File: src/sifh_params.svh
`ifndef SIFH_PARAMS_SVH
`define SIFH_PARAMS_SVH

// timestamp from the TDC
`define SIFH_TS_W 12

// bin index, 64 bins per histogram
`define SIFH_BIN_W 6

// bin count width, saturating at all ones
`define SIFH_CNT_W 6

// stamps consumed by each build pass
`define SIFH_PASS_LEN 64

`endif

File: src/sifhPkg.sv
`include "sifh_params.svh"

package sifhPkg;

    typedef enum logic {
        opClear,                                // zero every bin
        opBuild                                 // count one pass of stamps
    } histOp_t;

    typedef enum logic [3:0] {
        sIdle,
        sClear0,
        sBuild0,
        sScan0,
        sWindow,
        sClear1,
        sBuild1,
        sScan1,
        sResult
    } ctrlState_t;

    typedef struct packed {
        histOp_t                op;
        logic                   fine;           // bin from low stamp bits
        logic [`SIFH_BIN_W-1:0] window;         // coarse bin kept in fine mode
    } histCmd_t;

    typedef struct packed {
        logic                   en;
        logic [`SIFH_BIN_W-1:0] addr;
        logic [`SIFH_CNT_W-1:0] data;
    } ramWr_t;

    typedef struct packed {
        logic [`SIFH_TS_W-1:0]  peakTime;       // coarse peak, then fine peak
        logic [`SIFH_CNT_W-1:0] peakCount;      // count of the fine peak
        logic [`SIFH_CNT_W-1:0] coarseCount;    // count of the coarse peak
    } peakResult_t;

endpackage

File: src/histRam.sv
`timescale 1ns/1ps
`include "sifh_params.svh"

module histRam import sifhPkg::*; (
    input  logic                   clk,
    input  ramWr_t                 wr,
    input  logic [`SIFH_BIN_W-1:0] rdAddrA,
    input  logic [`SIFH_BIN_W-1:0] rdAddrB,
    output logic [`SIFH_CNT_W-1:0] rdDataA,
    output logic [`SIFH_CNT_W-1:0] rdDataB
);

    localparam int Bins = 1 << `SIFH_BIN_W;

    logic [`SIFH_CNT_W-1:0] mem [0:Bins-1];

    always_ff @(posedge clk) begin
        if (wr.en) begin
            mem[wr.addr] <= wr.data;
        end
    end

    // both reads registered, old data on a same-cycle write
    always_ff @(posedge clk) begin
        rdDataA <= mem[rdAddrA];               // builder side
        rdDataB <= mem[rdAddrB];               // scan side
    end

endmodule

File: src/histBuilder.sv
`timescale 1ns/1ps
`include "sifh_params.svh"

module histBuilder import sifhPkg::*; (
    input  logic                   clk,
    input  logic                   res,
    input  logic                   histStart,
    input  histCmd_t               histCmd,
    output logic                   histDone,
    input  logic                   tdcReq,
    input  logic [`SIFH_TS_W-1:0]  tdcData,
    output logic                   tdcAck,
    output ramWr_t                 wr,
    output logic [`SIFH_BIN_W-1:0] rdAddr,
    input  logic [`SIFH_CNT_W-1:0] rdData
);

    localparam int StampW = $clog2(`SIFH_PASS_LEN + 1);
    localparam logic [StampW-1:0] PassLen = StampW'(`SIFH_PASS_LEN);
    localparam logic [`SIFH_CNT_W-1:0] CntMax = '1;

    logic                   clearing;
    logic                   building;
    logic                   idle;
    logic                   accept;
    logic                   inWindow;
    logic                   fineMode;
    logic [`SIFH_BIN_W-1:0] winBin;
    logic [`SIFH_BIN_W-1:0] clrAddr;
    logic [StampW-1:0]      stampCnt;
    logic [`SIFH_TS_W-1:0]  stamp;
    logic [`SIFH_BIN_W-1:0] stampBin;
    logic [1:0]             step;               // 0 free, 1 read, 2 wait, 3 write
    logic [`SIFH_CNT_W-1:0] newCnt;

    assign idle = !clearing && !building;

    // new stamp only once the previous update has been written
    assign accept = building && tdcReq && !tdcAck && (step == 2'd0) && (stampCnt != PassLen);

    assign inWindow = !fineMode || (tdcData[`SIFH_TS_W-1 -: `SIFH_BIN_W] == winBin);

    assign stampBin = fineMode ? stamp[`SIFH_BIN_W-1:0] : stamp[`SIFH_TS_W-1 -: `SIFH_BIN_W];
    assign rdAddr   = stampBin;

    always_comb begin
        wr = '0;
        if (clearing) begin
            wr.en   = 1'b1;
            wr.addr = clrAddr;                  // data stays zero
        end else if (step == 2'd3) begin
            wr.en   = 1'b1;
            wr.addr = stampBin;
            wr.data = newCnt;
        end
    end

    always_ff @(posedge clk or negedge res) begin
        if (!res) begin
            clearing <= 1'b0;
            building <= 1'b0;
            clrAddr  <= '0;
            stampCnt <= '0;
            step     <= 2'd0;
            tdcAck   <= 1'b0;
            histDone <= 1'b0;
        end else begin
            histDone <= 1'b0;
            if (histStart && idle) begin
                clearing <= (histCmd.op == opClear);
                building <= (histCmd.op == opBuild);
                clrAddr  <= '0;
                stampCnt <= '0;
            end
            if (clearing) begin
                clrAddr <= clrAddr + 1'b1;
                if (clrAddr == '1) begin
                    clearing <= 1'b0;
                    histDone <= 1'b1;           // cycle after the last write
                end
            end
            if (accept) begin
                tdcAck   <= 1'b1;
                stampCnt <= stampCnt + 1'b1;
                if (inWindow) begin
                    step <= 2'd1;
                end
            end else if (tdcAck && !tdcReq) begin
                tdcAck <= 1'b0;
            end
            if (step != 2'd0) begin
                step <= step + 1'b1;            // wraps back to free after the write
            end
            // last stamp written and its handshake closed
            if (building && (stampCnt == PassLen) && (step == 2'd0) && !tdcAck) begin
                building <= 1'b0;
                histDone <= 1'b1;
            end
        end
    end

    always_ff @(posedge clk) begin
        if (histStart && idle) begin
            fineMode <= histCmd.fine;
            winBin   <= histCmd.window;
        end
        if (accept) begin
            stamp <= tdcData;
        end
        if (step == 2'd2) begin
            newCnt <= (rdData == CntMax) ? rdData : rdData + 1'b1;  // saturate
        end
    end

endmodule

File: src/peakFinder.sv
`timescale 1ns/1ps
`include "sifh_params.svh"

module peakFinder import sifhPkg::*; (
    input  logic                   clk,
    input  logic                   res,
    input  logic                   scanStart,
    output logic                   scanDone,
    output logic [`SIFH_BIN_W-1:0] rdAddr,
    input  logic [`SIFH_CNT_W-1:0] rdData,
    output logic [`SIFH_BIN_W-1:0] peakBin,
    output logic [`SIFH_CNT_W-1:0] peakCount
);

    logic                   scanning;
    logic                   cmpValid;           // rdData belongs to cmpBin
    logic                   cmpLast;
    logic [`SIFH_BIN_W-1:0] addrCnt;
    logic [`SIFH_BIN_W-1:0] cmpBin;

    assign rdAddr = addrCnt;

    always_ff @(posedge clk or negedge res) begin
        if (!res) begin
            scanning  <= 1'b0;
            cmpValid  <= 1'b0;
            cmpLast   <= 1'b0;
            addrCnt   <= '0;
            scanDone  <= 1'b0;
            peakBin   <= '0;
            peakCount <= '0;
        end else begin
            cmpValid <= scanning;
            cmpLast  <= scanning && (addrCnt == '1);
            if (scanStart && !scanning) begin
                scanning  <= 1'b1;
                addrCnt   <= '0;
                scanDone  <= 1'b0;
                peakBin   <= '0;
                peakCount <= '0;
            end else if (scanning) begin
                addrCnt <= addrCnt + 1'b1;
                if (addrCnt == '1) begin
                    scanning <= 1'b0;
                end
            end
            // strictly greater, so the lowest bin keeps a tie
            if (cmpValid && (rdData > peakCount)) begin
                peakBin   <= cmpBin;
                peakCount <= rdData;
            end
            if (cmpLast) begin
                scanDone <= 1'b1;               // held until the next scan
            end
        end
    end

    always_ff @(posedge clk) begin
        cmpBin <= addrCnt;
    end

endmodule

File: src/sifhControl.sv
`timescale 1ns/1ps
`include "sifh_params.svh"

module sifhControl import sifhPkg::*; (
    input  logic                   clk,
    input  logic                   res,
    input  logic                   start,
    output logic                   histStart,
    output histCmd_t               histCmd,
    input  logic                   histDone,
    output logic                   scanStart,
    input  logic                   scanDone,
    input  logic [`SIFH_BIN_W-1:0] peakBin,
    input  logic [`SIFH_CNT_W-1:0] peakCount,
    output logic                   resReq,
    output peakResult_t            resData,
    input  logic                   resAck
);

    ctrlState_t             state;
    logic [`SIFH_BIN_W-1:0] winBin;             // coarse peak bin
    logic [`SIFH_CNT_W-1:0] winCount;           // coarse peak count
    logic                   scanFinished;

    // scanDone of the earlier scan is still up while scanStart is high
    assign scanFinished = scanDone && !scanStart;

    // builder samples this together with histStart
    always_comb begin
        histCmd.op     = ((state == sClear0) || (state == sClear1)) ? opClear : opBuild;
        histCmd.fine   = (state == sClear1) || (state == sBuild1);
        histCmd.window = winBin;
    end

    always_ff @(posedge clk or negedge res) begin
        if (!res) begin
            state     <= sIdle;
            histStart <= 1'b0;
            scanStart <= 1'b0;
            resReq    <= 1'b0;
        end else begin
            histStart <= 1'b0;
            scanStart <= 1'b0;
            case (state)
                sIdle: begin
                    if (start) begin
                        state     <= sClear0;
                        histStart <= 1'b1;
                    end
                end
                sClear0: begin
                    if (histDone) begin
                        state     <= sBuild0;
                        histStart <= 1'b1;
                    end
                end
                sBuild0: begin
                    if (histDone) begin
                        state     <= sScan0;
                        scanStart <= 1'b1;
                    end
                end
                sScan0: begin
                    if (scanFinished) begin
                        state <= sWindow;
                    end
                end
                sWindow: begin
                    state     <= sClear1;       // single cycle, window latched
                    histStart <= 1'b1;
                end
                sClear1: begin
                    if (histDone) begin
                        state     <= sBuild1;
                        histStart <= 1'b1;
                    end
                end
                sBuild1: begin
                    if (histDone) begin
                        state     <= sScan1;
                        scanStart <= 1'b1;
                    end
                end
                sScan1: begin
                    if (scanFinished) begin
                        state  <= sResult;
                        resReq <= 1'b1;
                    end
                end
                sResult: begin
                    if (resReq && resAck) begin
                        resReq <= 1'b0;
                    end else if (!resReq && !resAck) begin
                        state <= sIdle;         // handshake fully closed
                    end
                end
                default: begin
                    state <= sIdle;
                end
            endcase
        end
    end

    always_ff @(posedge clk) begin
        if (state == sWindow) begin
            winBin   <= peakBin;
            winCount <= peakCount;
        end
        // loaded only while resReq is low
        if ((state == sScan1) && scanFinished) begin
            resData.peakTime    <= {winBin, peakBin};
            resData.peakCount   <= peakCount;
            resData.coarseCount <= winCount;
        end
    end

endmodule

File: src/sifhTop.sv
`timescale 1ns/1ps
`include "sifh_params.svh"

module sifhTop import sifhPkg::*; (
    input  logic                  clk,
    input  logic                  res,
    input  logic                  start,
    input  logic                  tdcReq,
    input  logic [`SIFH_TS_W-1:0] tdcData,
    output logic                  tdcAck,
    output logic                  resReq,
    output peakResult_t           resData,
    input  logic                  resAck
);

    logic                   histStart;
    logic                   histDone;
    histCmd_t               histCmd;
    logic                   scanStart;
    logic                   scanDone;
    logic [`SIFH_BIN_W-1:0] peakBin;
    logic [`SIFH_CNT_W-1:0] peakCount;
    ramWr_t                 ramWr;
    logic [`SIFH_BIN_W-1:0] rdAddrA;            // builder read port
    logic [`SIFH_BIN_W-1:0] rdAddrB;            // scan read port
    logic [`SIFH_CNT_W-1:0] rdDataA;
    logic [`SIFH_CNT_W-1:0] rdDataB;

    sifhControl i_sifhControl (
        .clk       (clk),
        .res       (res),
        .start     (start),
        .histStart (histStart),
        .histCmd   (histCmd),
        .histDone  (histDone),
        .scanStart (scanStart),
        .scanDone  (scanDone),
        .peakBin   (peakBin),
        .peakCount (peakCount),
        .resReq    (resReq),
        .resData   (resData),
        .resAck    (resAck)
    );

    histBuilder i_histBuilder (
        .clk       (clk),
        .res       (res),
        .histStart (histStart),
        .histCmd   (histCmd),
        .histDone  (histDone),
        .tdcReq    (tdcReq),
        .tdcData   (tdcData),
        .tdcAck    (tdcAck),
        .wr        (ramWr),
        .rdAddr    (rdAddrA),
        .rdData    (rdDataA)
    );

    peakFinder i_peakFinder (
        .clk       (clk),
        .res       (res),
        .scanStart (scanStart),
        .scanDone  (scanDone),
        .rdAddr    (rdAddrB),
        .rdData    (rdDataB),
        .peakBin   (peakBin),
        .peakCount (peakCount)
    );

    histRam i_histRam (
        .clk     (clk),
        .wr      (ramWr),
        .rdAddrA (rdAddrA),
        .rdAddrB (rdAddrB),
        .rdDataA (rdDataA),
        .rdDataB (rdDataB)
    );

endmodule

File: config.mk
export PLATFORM = sky130hd
export DESIGN_NAME = sifhTop
export DESIGN_NICKNAME = d
export VERILOG_FILES = /design/src/sifhPkg.sv /design/src/histRam.sv /design/src/histBuilder.sv /design/src/peakFinder.sv /design/src/sifhControl.sv /design/src/sifhTop.sv
export VERILOG_INCLUDE_DIRS = /design/src /design/src/src
export SDC_FILE = /design/constraint.sdc
export NUM_CORES = 1
export LEC_CHECK = 0
export ABC_AREA = 1
export BUFFER_PORTS_ARGS = -buffer_cell sky130_fd_sc_hd__buf_2
export CAP_MARGIN = 20
export CORE_MARGIN = 1
export CORE_UTILIZATION = 40
export CTS_CLUSTER_SIZE = 8
export DETAILED_ROUTE_END_ITERATION = 8
export PLACE_DENSITY = 0.59
export SLEW_MARGIN = 10
export SYNTH_ARGS = -nofsm -noshare
export SYNTH_HDL_FRONTEND = slang
export SYNTH_SLANG_ARGS = --single-unit
File: constraint.sdc
create_clock -name clk -period 4.6 [get_ports clk]
set_input_delay 0.46 -clock clk [delete_from_list [all_inputs] [get_ports clk]]
set_output_delay 0.46 -clock clk [all_outputs]
set_load 0.05 [all_outputs]
### Word-level counts from Yosys, hierarchy flattened

Memories as Yosys holds them, arrays and structs flattened. A register that Yosys moved wholly into a read port is not among the register bits.
Index checks and enable logic that the tools add are counted.

* register bits after elaboration: 115
* memory bits (writable): 384
* input port bits: 17
* output and inout port bits: 26
* memories kept: 1

Memory list
* i_histRam.mem: depth 64, bits a word 6, read ports 2, clocked after memory_dff 2, write ports 1, RTL line histRam.sv:15 `` logic [`SIFH_CNT_W-1:0] mem [0:Bins-1]; ``

* add/sub/neg operators: 5
* $lt $le $gt $ge: 1
* equal/unequal tests: 26
* mux-type cells: 52
* reduce and logical (&&, ||, !) cells: 47

Operator list (count)
* 6-bit 2-to-1 mux: 10
* 4-bit 2-to-1 mux: 9
* 4-bit case mux with 9 select lines: 1
* 1-bit 2-to-1 mux: 23
* 2-bit nonzero test: 11
* 7-bit 2-to-1 mux: 3
* 6-bit by 1-bit adder with 6-bit output, second input constant: 3
* 6-bit == test, second input constant: 3
* 1-bit logical AND: 17
* 4-bit by 3-bit == test with 1-bit output, second input constant: 4
* 2-bit by 1-bit inequality test with 1-bit output, second input constant: 8
* 13-bit 2-to-1 mux: 1
* 1-bit logical NOT: 9
* 9-bit AND reduction: 1
* 4-bit by 2-bit == test with 1-bit output, second input constant: 2
* 7-bit by 1-bit adder with 7-bit output, second input constant: 1
* 7-bit == test, second input constant: 1
* 7-bit inequality test, second input constant: 1
* 6-bit == test: 1
* 6-bit greater-than comparator: 1
* 2-bit 2-to-1 mux: 3
* 2-bit == test, second input constant: 2
* 4-bit by 1-bit == test with 1-bit output, second input constant: 1
* 4-bit == test, second input constant: 1
* other kinds (10): 14

### Longest topological paths before layout

Gate-level depths: netlist (run 1).

* word-level depth: 6
* mapped depth: 13
* mapped depth without buffers: 11

### Hierarchy

Synthesis (run 1) repeated with hierarchy kept, for this count alone.

* cell total of the unflattened synthesis: 2749
* area total of the unflattened synthesis: 24915.1 sq um

By module, submodules not included
* histRam: times used 1, cells each 2278, area each 19914.1 sq um, seq. area each 11771.3 sq um
* histBuilder: times used 1, cells each 251, area each 2219.6 sq um, seq. area each 1226.2 sq um
* sifhControl: times used 1, cells each 94, area each 1493.9 sq um, seq. area each 1256.2 sq um
* peakFinder: times used 1, cells each 126, area each 1287.5 sq um, seq. area each 670.6 sq um

### Least setup slack after synthesis (run 1)

Ideal clock, no wire load.

* path type: reg2reg
* start point: register i_histBuilder.clearing
* end point: memory i_histRam.mem[0][0] (netlist name), data pin
* setup time: 0.501 ns
* arrival time: 2.226 ns
* path slack: 1.874 ns
* stages on the path, launching flop included: 4
* path buffers: 2
* cell sequence: dfrtp_1 > clkbuf_1 > clkbuf_1 > nor2_1

RTL lines
* start: declaration: RTL line histBuilder.sv:22 `logic clearing;`
* start signal: assignment: RTL line histBuilder.sv:70 `clearing <= (histCmd.op == opClear);`
* end: declaration: RTL line histRam.sv:15

### Worst setup path after layout (run 1)

* start point: register i_histBuilder.fineMode
* end point: memory i_histRam.mem[22][4] (netlist name) (enable)

* word-level cells in the longest chain between the ends: 3

RTL lines
* start: declaration: RTL line histBuilder.sv:27 `logic fineMode;`
* start signal: assignment: RTL line histBuilder.sv:104 `fineMode <= histCmd.fine;`
* 6-bit 2-to-1 mux: RTL line histBuilder.sv:43 `` assign stampBin = fineMode ? stamp[`SIFH_BIN_W-1:0] : stamp[`SIFH_TS_W-1 -: `SIFH_BIN_W]; ``
* 13-bit 2-to-1 mux: RTL line histBuilder.sv:51 `end else if (step == 2'd3) begin`
* 7-bit 2-to-1 mux: RTL line histBuilder.sv:48 `if (clearing) begin`

Every way passes these cells.

==> results of run 1 <==
## kinds of logic after synthesis
family | share of synthesized area
compound gates | 0.0892
xor+xnor | 0.00242
fa+ha+maj | 0.00693
buf+inv | 0.0930
flops | 0.590
mux | 0.000445
simple gates | 0.218
## state kept, by name, indices dropped and copies added, names as in the netlist, 2 cells and up
register                count
i_peakFinder.peakCount      6
i_peakFinder.rdAddr         6
i_sifhControl.resData      24
i_sifhControl.winCount      6
i_histRam.rdDataA           6
i_histBuilder.newCnt        6
i_histBuilder.step          2
i_peakFinder.cmpBin         6
i_histRam.mem             384
i_histRam.rdDataB           6
i_histBuilder.stampCnt      7
i_sifhControl.winBin        6
i_histBuilder.winBin        6
i_histBuilder.clrAddr       6
i_histBuilder.stamp        12
i_sifhControl.state         4
i_peakFinder.peakBin        6
## stage by stage
stage / setup slack, ns / std cells / cell area (sq um) / hold WS (ns) / power (W)
after floorplan: 1.87 / 2791 / 25300 / 0.164 / 0.00715
after global placement: 1.22 / 3544 / 26300 / 0.404 / 0.00816
after detailed placement: 1.25 / 3544 / 26300 / 0.405 / 0.00819
after CTS: 1.22 / 3663 / 28400 / 0.00355 / 0.0132
after global routing: 0.990 / 3664 / 28400 / 0.00645 / 0.0136
final: 1.06 / 3665 / 28400 / 0.0275 / 0.0132
## critical path, stage by stage, from the launching register on
cell,delay [ns]
edfxtp_1,0.58
inv_4,0.17
nand2_1,0.09
nand2_4,0.46
inv_2,0.08
o22ai_2,0.23
nand3_1,0.79
nor2_1,0.73
## synth_stat cells (18+ instances only)
master	count	area, sq um
inv_1	420	1580
o21ai_0	213	1070
edfxtp_1	445	13400
dfxtp_1	18	360
a21oi_1	148	741
nand3_1	551	2760
clkbuf_1	82	308
dfrtp_1	48	1200
buf_2	59	295
nand4_1	22	138
o22ai_1	22	138
nor2_1	134	503
nand2_1	496	1860
## power by group through the flow
stage	registers (W)	logic (W)	clock network [W]
final	0.00584	0.00231	0.00505
after global routing	0.00586	0.00247	0.00531
after CTS	0.00584	0.00228	0.00512
after detailed placement	0.00592	0.00227	0
after global placement	0.00591	0.00225	0
after floorplan	0.00591	0.00124	0
## routing by layer
metal	GRT usage	vias up	share of wire
met5	0	-	0
met3	0.0520	174	0.10
li1	-	9425	-
met4	0.101	0	0.034
met1	0.335	9764	0.41
met2	0.388	1140	0.46
## worst max-delay path by stage
stage,cells past startpoint,from,to
2_1_floorplan,3,i_histBuilder.clearing,i_histRam.mem[0][0]
4_1_cts,8,i_histBuilder.fineMode,i_histRam.mem[45][2]
3_5_place_dp,8,i_histBuilder.fineMode,i_histRam.mem[45][3]
6_report,7,i_histBuilder.fineMode,i_histRam.mem[22][4]
5_1_grt,7,i_histBuilder.fineMode,i_histRam.mem[30][1]
3_3_place_gp,8,i_histBuilder.fineMode,i_histRam.mem[45][0]
## what timing repair did
| item | 4_1_cts | 5_1_grt |
|---|---|---|
| hold endpoints to repair | 48 | 0 |
| hold buffers | 1 | 0 |
| setup endpoints to repair | 0 | 0 |
## cell type report
type                       instances  area [sq um]  area share
sequential                       511         14900       0.526
multi-input combinational       1685          8090       0.285
clock buffer                     111          2010      0.0708
inverter                         429          1620      0.0568
tap                              837          1050      0.0369
timing repair buffer              84           616      0.0217
clock inverter                     7          97.6     0.00343
antenna                            1          2.50   0.0000881
==> impl_metrics.json, run 1 <==
{
  "hold_path_depth": 1,
  "place.gp.congestion": 0.959,
  "cts_tree": "yes",
  "yosysWarnings": 0,
  "start_util": 0.408,
  "r2r-end": "i_histRam.mem[22][4]",
  "hold_viol_final": 0,
  "postLayoutCoreUtil": 0.458,
  "cts_inserted_buffers": 74,
  "tightest_slew_ns": 1.18,
  "synth-edff-count": 445,
  "drc": 0,
  "ctsResizeCount": 0,
  "avgViaCountPerCell": 5.59,
  "synth_cell_types": 44,
  "dieArea_sq_um": 64200,
  "slew-limit-headroom": 0.211,
  "crit_type": "reg2reg",
  "insertion_delay_ns": 0.62,
  "finalSetupViolCount": 0,
  "clock.fmax_mhz": 283,
  "switching_share": 0.298,
  "max-vdd-ir-drop_mv": 0.334,
  "netlist_area_sq_um": 25300,
  "pwr-share-clk": 0.383,
  "reg2reg_from": "i_histBuilder.fineMode",
  "crit_arrival_ns": 3.77,
  "die_x_microns": 253,
  "grt_pass1_vias": 19400,
  "tns_ns": 0,
  "pwr-share-seq": 0.442,
  "io_buffer_count": 42,
  "grt_pass1_wl_microns": 120000,
  "cts_buffer_depth": 3,
  "timing.final.crit_period_ns": 3.54,
  "rr_worst_depth": 7,
  "whs_endpoint": "i_histBuilder.stamp[3]",
  "wire_per_inst_microns": 21.7,
  "area_delta_synth_final_pct": 12.4,
  "cts_htree_levels": 3,
  "clk_pin_slew_ns": 0.05,
  "cts_root_buf": "clkbuf_16",
  "num_io_pins": 43,
  "drtIter0Drc": 2740,
  "slew_violations": 0,
  "vias": 20500,
  "status": "completed",
  "required_ns": 4.83,
  "p_comb_frac": 0.175,
  "rows": 91,
  "nFillCells": 5787,
  "overflow": 0,
  "rsz0062_at_grt": "false",
  "syn_nets": 2822,
  "ant_nets": 0,
  "grt_usage": 0.248,
  "synthCells": 2791,
  "die_height_microns": 253,
  "path_max_fanout": 45,
  "hold_path_class": "in2reg",
  "ys_ff_latch": 511,
  "routed_wl_microns": 79500,
  "numClockSinks": 511,
  "synthArstFlopShare": 0.0939,
  "antenna_found_initial": 1,
  "cts_setup_buffers": 0,
  "grt_max_degree": 167,
  "leakage_nw": 11.4,
  "ys.flop_type": "edfxtp_1",
  "end_kind": "flip-flop",
  "p_int_w": 0.00927,
  "drv_cap": 0,
  "fin_nets": 2816,
  "final_cell_mix": "nand3_1 (551), nand2_1 (496), edfxtp_1 (445), inv_1 (420), o21ai_0 (213)",
  "power.density_nw_per_um2": 465,
  "seq_area_frac_synth": 0.590,
  "post-route-period-util": 0.769,
  "final_common_cell": "nand3_1",
  "skew_ns": 0.0283,
  "worst_hold_startpoint": "tdcData[3]",
  "drive_gt1_frac": 0.0686,
  "avgSynthCellArea_sq_um": 9.06,
  "r2r_slack_ns": 1.06,
  "drt_first_pass_iters": 6,
  "worstSetupStartpointType": "flip-flop",
  "hpwl_microns": 50100,
  "core_sq_um": 62100,
  "p_sw_w": 0.00393
}
Note: power is estimated with default switching activity, not from simulation.
==> inputs of run 2 (changes only) <==
Settings changed: PLACE_DENSITY 0.59 to 0.61.
Clock period 4.6 ns to 3.1 ns, I/O delays scaled along.
==> run 2 against run 1 <==
Against the previous run: final cell count is 2.2% higher; die area stayed put; critical path type unchanged; clock skew is 0.00096 ns lower; hold slack better by 0.042 ns; sequential cell count stayed put; worst setup slack worse by 0.86 ns; register-to-register slack worse by 0.86 ns; first-iteration DRC count is 14% lower; total power is 50% higher; routed wire length is 0.35% higher; global-route usage is 0.14 points higher.
==> impl_metrics.json, run 2 (synthesis results as in run 1) <==
{
  "rsz0062_at_grt": "false",
  "numClockSinks": 511,
  "p_comb_frac": 0.185,
  "crit_arrival_ns": 3.13,
  "grt_usage": 0.250,
  "grt.busiest_layer": "met2",
  "insertion_delay_ns": 0.62,
  "finalSetupViolCount": 0,
  "pwr-share-seq": 0.438,
  "slew-limit-headroom": 0.290,
  "ant_nets": 0,
  "clock.fmax_mhz": 345,
  "final_cell_mix": "nand3_1 (551), nand2_1 (496), edfxtp_1 (445), inv_1 (420), o21ai_0 (213)",
  "tns_ns": 0,
  "wire_per_inst_microns": 21.3,
  "cts_tree": "yes",
  "timing.final.crit_period_ns": 2.90,
  "p_sw_w": 0.00592,
  "clk_pin_slew_ns": 0.06,
  "path_max_fanout": 8,
  "core_sq_um": 62100,
  "end_kind": "flip-flop",
  "worstSetupStartpointType": "flip-flop",
  "slew_violations": 0,
  "drc": 0,
  "tightest_slew_ns": 1.06,
  "drtIter0Drc": 2359,
  "cts_inserted_buffers": 74,
  "r2r-end": "i_histRam.mem[56][0]",
  "routed_wl_microns": 79800,
  "required_ns": 3.33,
  "overflow": 0,
  "cp-endpoint": "i_histRam.mem[56][0]",
  "startpoint": "i_histBuilder.step[0]",
  "antenna_found_initial": 3,
  "grt_use_met1": 0.346,
  "total_power_w": 0.0198,
  "io_buffer_count": 42,
  "drv_cap": 0,
  "leakage_nw": 11.8,
  "grt_pass1_wl_microns": 120000,
  "crit_type": "reg2reg",
  "avgViaCountPerCell": 5.56,
  "place.gp.congestion": 0.948,
  "dp_slack_ns": 0.313,
  "final_common_cell": "nand3_1",
  "skew_ns": 0.0273,
  "vias": 20800,
  "use_met3": 0.0436,
  "setup_ws_ns": 0.201,
  "cts_buffer_depth": 3,
  "power.density_nw_per_um2": 679,
  "p_int_w": 0.0138,
  "pwr-share-clk": 0.377,
  "largest_reg_flops": 384,
  "cts_root_buf": "clkbuf_16",
  "num_io_pins": 43,
  "top_register": "i_histRam.mem",
  "grt_util_met2": 0.389,
  "rr_worst_depth": 9,
  "die_height_microns": 253,
  "post-route-period-util": 0.935,
  "hpwl_microns": 49500,
  "status": "completed",
  "grt_max_degree": 133,
  "rows": 91,
  "drive_gt1_frac": 0.0867,
  "grt_pass1_vias": 19500,
  "area_delta_synth_final_pct": 15.1,
  "reg_top3": "i_histRam.mem (384), i_sifhControl.resData (24), i_histBuilder.stamp (12)",
  "hold_viol_final": 0,
  "die_x_microns": 253,
  "switching_share": 0.300,
  "max-vdd-ir-drop_mv": 0.360,
  "hold_path_class": "in2reg",
  "dieArea_sq_um": 64200,
  "r2r_slack_ns": 0.20,
  "postLayoutCoreUtil": 0.469,
  "cts_htree_levels": 3,
  "start_util": 0.408,
  "reg2reg_from": "i_histBuilder.step[0]",
  "drt_first_pass_iters": 6,
  "fin_nets": 2890,
  "cts_setup_buffers": 0
}
run 2: cell types whose count changed in the layout (fill, tap and decap cells not counted), sizes merged:
cell,previous run,this run
bufinv,1,0
clkinv,5,6
dlygate4sd3,1,15
diode,1,2
inv,430,428
clkbuf,111,118
buf,83,143
run 2: per-stage QoR:
step / hold WS, ns / cell area (sq um) / std cells
floorplan: 0.0144 / 25300 / 2791
global placement: 0.403 / 26800 / 3604
detailed placement: 0.406 / 26800 / 3605
CTS: 0.0530 / 29100 / 3743
global route: 0.0770 / 29100 / 3743
finish: 0.0693 / 29100 / 3745
run 2: worst min path at each step:
stage | from | end | slack, ns | depth (start not counted)
3_5_place_dp | i_sifhControl.winCount[0] | i_sifhControl.resData[0] | 0.41 | 0
3_3_place_gp | i_sifhControl.winCount[0] | i_sifhControl.resData[0] | 0.40 | 0
6_report | start | i_sifhControl.histStart | 0.07 | 3
5_1_grt | start | i_sifhControl.histStart | 0.08 | 3
4_1_cts | start | i_sifhControl.histStart | 0.05 | 3
2_1_floorplan | res | i_histBuilder.building | 0.01 | 0
run 2: worst max-delay path, stage by stage (launching register included):
cell	delay, ns
dfrtp_1	0.38
ha_1	0.35
inv_1	0.08
nor2_1	0.13
inv_1	0.14
o21ai_1	0.33
nand2_1	0.09
inv_1	0.08
nand2_1	0.34
nor2_1	0.56
run 2: power by group through the flow:
stage / Clock (W) / Combinational (W) / Sequential (W)
after global placement: 0 / 0.00353 / 0.00877
after detailed placement: 0 / 0.00356 / 0.00878
after floorplan: 0 / 0.00184 / 0.00878
after global routing: 0.00783 / 0.00390 / 0.00870
after CTS: 0.00757 / 0.00359 / 0.00866
final: 0.00745 / 0.00365 / 0.00866
run 2: final cells by class:
class	count	area, sq um
sequential	511	14900
timing repair buffer	158	1290
antenna	2	5.00
tap	837	1050
clock buffer	118	2060
fill	5720	33000
multi-input combinational	1685	8090
inverter	429	1620
clock inverter	5	66.3
run 2: repair_timing:
| action | in CTS | in global routing |
|---|---|---|
| gates resized for setup | 0 | 0 |
| endpoints found under the hold margin | 48 | 0 |
| hold buffers | 15 | 0 |
run 2: metal layers:
layer	part of all wire	vias to the layer above
li1	-	9588
met1	0.42	9857
met2	0.45	1193
met3	0.098	182
met4	0.033	2
met5	0.00020	-
